<file path="config.mk">
export PLATFORM = sky130hd
export DESIGN_NAME = spi_link_top
export DESIGN_NICKNAME = d
export VERILOG_FILES = /design/src/design/spi_pkg.sv /design/src/design/spi_link_top.sv /design/src/design/spi_master.sv /design/src/design/spi_slave.sv
export SDC_FILE = /design/constraint.sdc
export NUM_CORES = 1
export LEC_CHECK = 0
export ABC_AREA = 0
export ABC_CLOCK_PERIOD_IN_PS = 2000
export BUFFER_PORTS_ARGS = -buffer_cell sky130_fd_sc_hd__buf_2
export CAP_MARGIN = 20
export CELL_PAD_IN_SITES_DETAIL_PLACEMENT = 0
export CELL_PAD_IN_SITES_GLOBAL_PLACEMENT = 2
export CORE_MARGIN = 8
export CORE_UTILIZATION = 38
export DETAILED_ROUTE_END_ITERATION = 7
export GPL_ROUTABILITY_DRIVEN = 0
export PLACE_DENSITY_LB_ADDON = 0.1
export SYNTH_ARGS = -nofsm -noshare
export SYNTH_HDL_FRONTEND = slang
export SYNTH_HIERARCHICAL = 1
export SYNTH_SLANG_ARGS = --single-unit
</file>
<file path="constraint.sdc">
create_clock -name clk -period 2 [get_ports clk]
set_input_delay 0.4 -clock clk [delete_from_list [all_inputs] [get_ports clk]]
set_output_delay 0.4 -clock clk [all_outputs]
set_load 0.02 [all_outputs]
</file>
<file path="src/design/spi_pkg.sv">
`default_nettype none

////////////////////////////////////////////////////////////
// State types shared by the SPI master and slave
////////////////////////////////////////////////////////////

package spi_pkg;

	// Master sequencing through one word
	typedef enum logic [1:0] {
		IDLE  = 2'd0,
		LEAD  = 2'd1,
		XFER  = 2'd2,
		TRAIL = 2'd3
	} master_state_t;

	// Follows the synchronized select in the slave
	typedef enum logic [0:0] {
		S_IDLE   = 1'b0,
		S_ACTIVE = 1'b1
	} slave_state_t;

endpackage

`default_nettype wire

</file>
<file path="src/design/spi_link_top.sv">
`default_nettype none
`timescale 1ns/1ps

module spi_link_top #(
	parameter int DATA_WIDTH = 8,
	parameter int CLK_DIV    = 5
) (
	input  wire                  clk,
	input  wire                  rst_n,
	input  wire                  cpol,
	input  wire                  cpha,
	input  wire                  start,
	input  wire [DATA_WIDTH-1:0] master_tx_data,
	input  wire [DATA_WIDTH-1:0] slave_tx_data,
	output wire [DATA_WIDTH-1:0] master_rx_data,
	output wire                  done,
	output wire [DATA_WIDTH-1:0] slave_rx_data,
	output wire                  rx_valid,
	output wire                  busy,
	output wire                  sclk,
	output wire                  cs_n,
	output wire                  mosi,
	output wire                  miso
);

	// Bus wires double as monitor outputs
	spi_master #(
		.DATA_WIDTH (DATA_WIDTH),
		.CLK_DIV    (CLK_DIV)
	) spi_master_inst (
		.clk     (clk),
		.rst_n   (rst_n),
		.cpol    (cpol),
		.cpha    (cpha),
		.start   (start),
		.tx_data (master_tx_data),
		.miso    (miso),
		.sclk    (sclk),
		.cs_n    (cs_n),
		.mosi    (mosi),
		.busy    (busy),
		.done    (done),
		.rx_data (master_rx_data)
	);

	spi_slave #(
		.DATA_WIDTH (DATA_WIDTH)
	) spi_slave_inst (
		.clk      (clk),
		.rst_n    (rst_n),
		.cpol     (cpol),
		.cpha     (cpha),
		.tx_data  (slave_tx_data),
		.sclk     (sclk),
		.cs_n     (cs_n),
		.mosi     (mosi),
		.miso     (miso),
		.rx_data  (slave_rx_data),
		.rx_valid (rx_valid)
	);

endmodule

`default_nettype wire

</file>
<file path="src/design/spi_master.sv">
`default_nettype none
`timescale 1ns/1ps

module spi_master import spi_pkg::*; #(
	parameter int DATA_WIDTH = 8,
	parameter int CLK_DIV    = 5
) (
	input  wire                   clk,
	input  wire                   rst_n,
	input  wire                   cpol,
	input  wire                   cpha,
	input  wire                   start,
	input  wire  [DATA_WIDTH-1:0] tx_data,
	input  wire                   miso,
	output logic                  sclk,
	output logic                  cs_n,
	output logic                  mosi,
	output logic                  busy,
	output logic                  done,
	output logic [DATA_WIDTH-1:0] rx_data
);

	localparam int CNT_W  = $clog2(CLK_DIV);
	localparam int EDGE_W = $clog2(2 * DATA_WIDTH);
	localparam logic [CNT_W-1:0]  CNT_LAST  = CNT_W'(CLK_DIV - 1);
	localparam logic [EDGE_W-1:0] EDGE_LAST = EDGE_W'(2 * DATA_WIDTH - 1);

	master_state_t         state;
	logic [CNT_W-1:0]      cnt;
	logic [EDGE_W-1:0]     edge_cnt;
	logic                  phase;
	logic [DATA_WIDTH-1:0] tx_shift;
	logic                  half_end;
	logic                  edge_now;
	logic                  leading;
	logic                  sample_en;
	logic                  shift_en;

	////////////////////////////////////////////////////////////
	// Half period timing and sequencing
	////////////////////////////////////////////////////////////

	assign half_end = (cnt == CNT_LAST);
	assign edge_now = (state == XFER) && half_end;

	// Phase 0 is the idle level, so a 0 to 1 toggle is a leading edge
	assign leading = ~phase;
	assign sclk    = cpol ^ phase;

	// cpha 0 samples on leading edges, cpha 1 on trailing edges
	assign sample_en = edge_now && (leading != cpha);
	// First edge never shifts, MSB is already on mosi from select fall
	assign shift_en  = edge_now && (leading == cpha) && (edge_cnt != '0);

	always_ff @(posedge clk or negedge rst_n) begin
		if (!rst_n) begin
			cnt <= '0;
		end else if (state == IDLE || half_end) begin
			cnt <= '0;
		end else begin
			cnt <= cnt + 1'b1;
		end
	end

	always_ff @(posedge clk or negedge rst_n) begin
		if (!rst_n) begin
			state    <= IDLE;
			phase    <= 1'b0;
			edge_cnt <= '0;
			cs_n     <= 1'b1;
			busy     <= 1'b0;
			done     <= 1'b0;
		end else begin
			done <= 1'b0;
			case (state)
				IDLE: begin
					if (start) begin
						state    <= LEAD;
						phase    <= 1'b0;
						edge_cnt <= '0;
						cs_n     <= 1'b0;
						busy     <= 1'b1;
					end
				end
				LEAD: begin
					if (half_end)
						state <= XFER;
				end
				XFER: begin
					if (half_end) begin
						phase    <= ~phase;
						edge_cnt <= edge_cnt + 1'b1;
						if (edge_cnt == EDGE_LAST)
							state <= TRAIL;
					end
				end
				TRAIL: begin
					// Hold time done, release the bus
					if (half_end) begin
						state <= IDLE;
						cs_n  <= 1'b1;
						busy  <= 1'b0;
						done  <= 1'b1;
					end
				end
				default: state <= IDLE;
			endcase
		end
	end

	////////////////////////////////////////////////////////////
	// Shift registers, MSB first
	////////////////////////////////////////////////////////////

	always_ff @(posedge clk or negedge rst_n) begin
		if (!rst_n) begin
			tx_shift <= '0;
		end else if (state == IDLE && start) begin
			tx_shift <= tx_data;
		end else if (shift_en) begin
			tx_shift <= {tx_shift[DATA_WIDTH-2:0], 1'b0};
		end
	end

	assign mosi = tx_shift[DATA_WIDTH-1];

	always_ff @(posedge clk or negedge rst_n) begin
		if (!rst_n) begin
			rx_data <= '0;
		end else if (sample_en) begin
			rx_data <= {rx_data[DATA_WIDTH-2:0], miso};
		end
	end

	// Slave needs two sync flops plus a detect cycle per sclk level
	a_clk_div_min: assert property (@(posedge clk) CLK_DIV >= 4)
		else $error("CLK_DIV must be at least 4");

	a_cs_low_in_xfer: assert property (@(posedge clk) disable iff (!rst_n)
		state == XFER |-> !cs_n)
		else $error("cs_n high during XFER");

	a_done_pulse: assert property (@(posedge clk) disable iff (!rst_n)
		done |=> !done)
		else $error("done wider than one cycle");

endmodule

`default_nettype wire

</file>
<file path="src/design/spi_slave.sv">
`default_nettype none
`timescale 1ns/1ps

module spi_slave import spi_pkg::*; #(
	parameter int DATA_WIDTH = 8
) (
	input  wire                   clk,
	input  wire                   rst_n,
	input  wire                   cpol,
	input  wire                   cpha,
	input  wire  [DATA_WIDTH-1:0] tx_data,
	input  wire                   sclk,
	input  wire                   cs_n,
	input  wire                   mosi,
	output logic                  miso,
	output logic [DATA_WIDTH-1:0] rx_data,
	output logic                  rx_valid
);

	localparam int BIT_W = $clog2(DATA_WIDTH + 1);
	localparam logic [BIT_W-1:0] BIT_LAST = BIT_W'(DATA_WIDTH - 1);

	slave_state_t          state;
	logic                  sclk_s1;
	logic                  sclk_s2;
	logic                  sclk_d;
	logic                  cs_s1;
	logic                  cs_s2;
	logic                  mosi_s1;
	logic                  mosi_s2;
	logic                  cs_fall;
	logic                  sclk_edge;
	logic                  leading;
	logic                  sample_en;
	logic                  shift_en;
	logic [BIT_W-1:0]      bit_cnt;
	logic [DATA_WIDTH-1:0] tx_shift;
	logic [DATA_WIDTH-1:0] rx_shift;

	////////////////////////////////////////////////////////////
	// Bus synchronizers and edge detection
	////////////////////////////////////////////////////////////

	always_ff @(posedge clk or negedge rst_n) begin
		if (!rst_n) begin
			sclk_s1 <= 1'b0;
			sclk_s2 <= 1'b0;
			sclk_d  <= 1'b0;
			cs_s1   <= 1'b1;
			cs_s2   <= 1'b1;
			mosi_s1 <= 1'b0;
			mosi_s2 <= 1'b0;
		end else begin
			sclk_s1 <= sclk;
			sclk_s2 <= sclk_s1;
			sclk_d  <= sclk_s2;
			cs_s1   <= cs_n;
			cs_s2   <= cs_s1;
			mosi_s1 <= mosi;
			mosi_s2 <= mosi_s1;
		end
	end

	always_ff @(posedge clk or negedge rst_n) begin
		if (!rst_n)
			state <= S_IDLE;
		else
			state <= cs_s2 ? S_IDLE : S_ACTIVE;
	end

	assign cs_fall   = (state == S_IDLE) && !cs_s2;
	assign sclk_edge = (state == S_ACTIVE) && (sclk_s2 != sclk_d);
	// Leaving the idle level set by cpol
	assign leading   = (sclk_d == cpol);

	assign sample_en = sclk_edge && (leading != cpha);
	// Skip the first shift in cpha 1 so the MSB is not lost
	assign shift_en  = sclk_edge && (leading == cpha) && (bit_cnt != '0);

	////////////////////////////////////////////////////////////
	// Data path
	////////////////////////////////////////////////////////////

	always_ff @(posedge clk or negedge rst_n) begin
		if (!rst_n) begin
			tx_shift <= '0;
		end else if (cs_fall) begin
			tx_shift <= tx_data;
		end else if (shift_en) begin
			tx_shift <= {tx_shift[DATA_WIDTH-2:0], 1'b0};
		end
	end

	assign miso = (state == S_ACTIVE) ? tx_shift[DATA_WIDTH-1] : 1'b0;

	always_ff @(posedge clk or negedge rst_n) begin
		if (!rst_n) begin
			bit_cnt  <= '0;
			rx_shift <= '0;
			rx_data  <= '0;
			rx_valid <= 1'b0;
		end else begin
			rx_valid <= sample_en && (bit_cnt == BIT_LAST);
			if (state == S_IDLE) begin
				bit_cnt <= '0;
			end else if (sample_en) begin
				bit_cnt  <= bit_cnt + 1'b1;
				rx_shift <= {rx_shift[DATA_WIDTH-2:0], mosi_s2};
				// Last bit completes the word
				if (bit_cnt == BIT_LAST)
					rx_data <= {rx_shift[DATA_WIDTH-2:0], mosi_s2};
			end
		end
	end

	a_valid_in_select: assert property (@(posedge clk) disable iff (!rst_n)
		rx_valid |-> !cs_s2)
		else $error("rx_valid while select is high");

endmodule

`default_nettype wire

</file>
==> flow_summary.json <==
{
  "synth_top_area_share_pct": 51.2,
  "slew_headroom_pct": 58.5,
  "drive_gt1_share_pct": 35.8,
  "status": "finished, final reports clean",
  "final_cell_mix": "dfrtp_1, buf_2, mux2_2",
  "cts_sinks": 65,
  "drv_cap": 0,
  "vias": 2082,
  "p_per_area_nw_per_um2": 1330,
  "cp-end-kind": "flop",
  "rsz0062_at_grt": "no",
  "grtUsageMet2_pct": 19.3,
  "insertedDiodeCount": 0,
  "finClkSkew_ns": 0.00943,
  "worstMarginPinSlew_ns": 0.622,
  "via_per_inst": 5.02,
  "drtAntennaViolNets": 0,
  "ios": 44,
  "yosys_warnings": 6,
  "ctsHoldBuffers": 0,
  "grt_use_met3_pct": 4.69,
  "cts_tree": "built",
  "synth_ff_type": "dfrtp_1",
  "area_growth_pct": 19.2,
  "grt_max_degree": 66,
  "top_usage_layer": "met2",
  "grt_overflow": 0,
  "wl_per_cell_um": 14.8,
  "die_area_um2": 11100,
  "htreeDepth": 3,
  "hpwlAfterDp_mm": 4.32,
  "criticalPathCategory": "flop to flop",
  "async_reset_ff_share_pct": 100,
  "dr.pass1.iters": 4,
  "tns_ns": 0,
  "cts_max_path_buffers": 2,
  "cts_root_buf": "clkbuf_8",
  "ys_seq_area_share_pct": 53.8,
  "synth_top_area_cell": "dfrtp_1",
  "worstSkewPairLatency_ns": 0.34,
  "met1_usage_pct": 14.0,
  "grt_pass1_vias": 2174,
  "syn_nets": 285,
  "syn_avg_cell_area_um2": 12.0,
  "fill_cells": 753,
  "multi_input_area_um2": 1300,
  "crit_required_ns": 2.19,
  "regArea_um2": 1630,
  "rows": 32,
  "cp-start-kind": "flop",
  "grt_first_pass_wirelength_mm": 10.7,
  "worstPathArrival_ns": 2.05,
  "antenna_found_initial": 0,
  "fin_area_um2": 3610,
  "fp.dieH_um": 105,
  "finalHoldViolCount": 0,
  "dp_cells": 399,
  "grt_use_total_pct": 11.8,
  "final_net_count": 341,
  "fin_crit_ns": 1.85,
  "cts.clk_slew.worst_paths_ns": 0.07,
  "synth_area_leaders": "dfrtp_1, mux2_2, ha_1",
  "critPathMaxFanout": 8,
  "cts_resized": 0,
  "hold_path.class": "input pin to asynchronous set/reset pin",
  "vdd_ir_drop_max_mv": 0.525,
  "synthCells": 252,
  "leakagePower_nw": 1.77,
  "finalCritPeriodShare_pct": 92.6,
  "drc": 0,
  "setup_viol": 0,
  "dpl_cell_area_um2": 3420,
  "ys_ff_latch": 65,
  "post_cts_buffers": 0,
  "clock.fmax_mhz": 540,
  "final_common_cell": "dfrtp_1",
  "finalPower_mw": 4.82,
  "die_w_um": 105,
  "yosysUniqueCellTypes": 51,
  "synth_edf_count": 0,
  "wirelength_mm": 6.14,
  "coreArea_um2": 7730,
  "start_util_pct": 39.2,
  "final_util_pct": 46.8,
  "fin_cells": 415,
  "slew_violations": 0,
  "cts_buffers": 9,
  "netlist_area_um2": 3030,
  "drtIter0Drc": 103,
  "port_buffers": 43
}
[critical path: stages, from the launching register on]
cell and delay [ns]:
dfrtp_1 0.41, inv_1 0.10, ha_1 0.14, or3b_2 0.45, o2111ai_2 0.27, mux2i_1 0.27
a21oi_1 0.09
[power by group]
part / internal [mW] / leakage (nW) / switching (mW)
Sequential: 1.74 / 0.817 / 0.289
Combinational: 0.764 / 0.854 / 0.938
Clock: 0.575 / 0.0994 / 0.519
Total: 3.08 / 1.77 / 1.75
[Yosys cell counts, types with 3 or more instances]
| master | n |
|---|---|
| nor2_1 | 19 |
| clkbuf_1 | 4 |
| nand2_1 | 4 |
| o21ai_0 | 13 |
| dfstp_2 | 3 |
| inv_1 | 14 |
| o31ai_1 | 8 |
| dfrtp_1 | 62 |
| a31oi_1 | 7 |
| nand4_1 | 7 |
| mux2i_1 | 10 |
| ha_1 | 12 |
| and2_1 | 3 |
| nand3_1 | 7 |
| a21oi_1 | 11 |
| mux2_2 | 24 |
| or3b_2 | 3 |
[worst paths after layout]
check | start | to | slack, ns | cells past startpoint
worst min-delay path | rst_n | spi_slave_inst/tx_shift[3]$_DFFE_PN0P_ | 0.07 | 2
worst max register to register | spi_slave_inst/bit_cnt[0]$_DFFE_PN0P_ | spi_slave_inst/tx_shift[2]$_DFFE_PN0P_ | 0.15 | 6
worst min register to register | spi_slave_inst/mosi_s1$_DFF_PN0_ | spi_slave_inst/mosi_s2$_DFF_PN0_ | 0.35 | 0
worst max-delay path | spi_slave_inst/bit_cnt[0]$_DFFE_PN0P_ | spi_slave_inst/tx_shift[2]$_DFFE_PN0P_ | 0.15 | 6
min in group clk | master_tx_data[0] | spi_master_inst/tx_shift[0]$_DFFE_PN0P_ | 0.30 | 3
max in group asynchronous | rst_n | spi_master_inst/cs_n$_DFFE_PN1P_ | 1.63 | 2
[state kept, by name, indices dropped and copies added (netlist names), 2 cells and up]
signal	count
spi_slave_inst/rx_shift	7
spi_slave_inst/rx_data	8
spi_slave_inst/bit_cnt	4
spi_master_inst/cnt	3
spi_master_inst/edge_cnt	4
spi_master_inst/rx_data	8
spi_slave_inst/tx_shift	8
spi_master_inst/state	2
spi_master_inst/tx_shift	8
[layout make-up]
class                           instances  area share (%)
Timing Repair Buffer                   54            8.59
Multi-Input combinational cell        164            35.9
Tap cell                              102            3.53
Clock inverter                          7            1.94
Inverter                               14            1.45
Clock buffer                            9            3.43
Sequential cell                        65            45.1
[stage by stage]
step	hold WS (ns)	setup WS (ns)
2_1_floorplan	0.104	0.190
3_5_place_dp	0.336	0.138
6_report	0.0664	0.148
5_1_grt	0.0944	0.0448
4_1_cts	0.0771	0.160
3_3_place_gp	0.335	0.155
[metal layers]
layer / part of all wire (%) / vias to the layer above
met3: 4.4 / 2
met5: 0 / -
met2: 49 / 31
met1: 46 / 1030
met4: 0.47 / 0
li1: - / 1019
[logic make-up (layout without fill, tap and decap cells)]
| logic type | after synthesis | count (layout) | share of synthesized area [%] |
|---|---|---|---|
| simple gates | 61 | 61 | 11.8 |
| mux | 35 | 35 | 12.7 |
| xor+xnor | 5 | 5 | 2.31 |
| flops | 65 | 65 | 53.8 |
| fa+ha+maj | 12 | 12 | 4.95 |
| buf+inv | 23 | 84 | 3.34 |
| compound gates | 51 | 51 | 11.1 |
(Power assumes the default switching activity.)
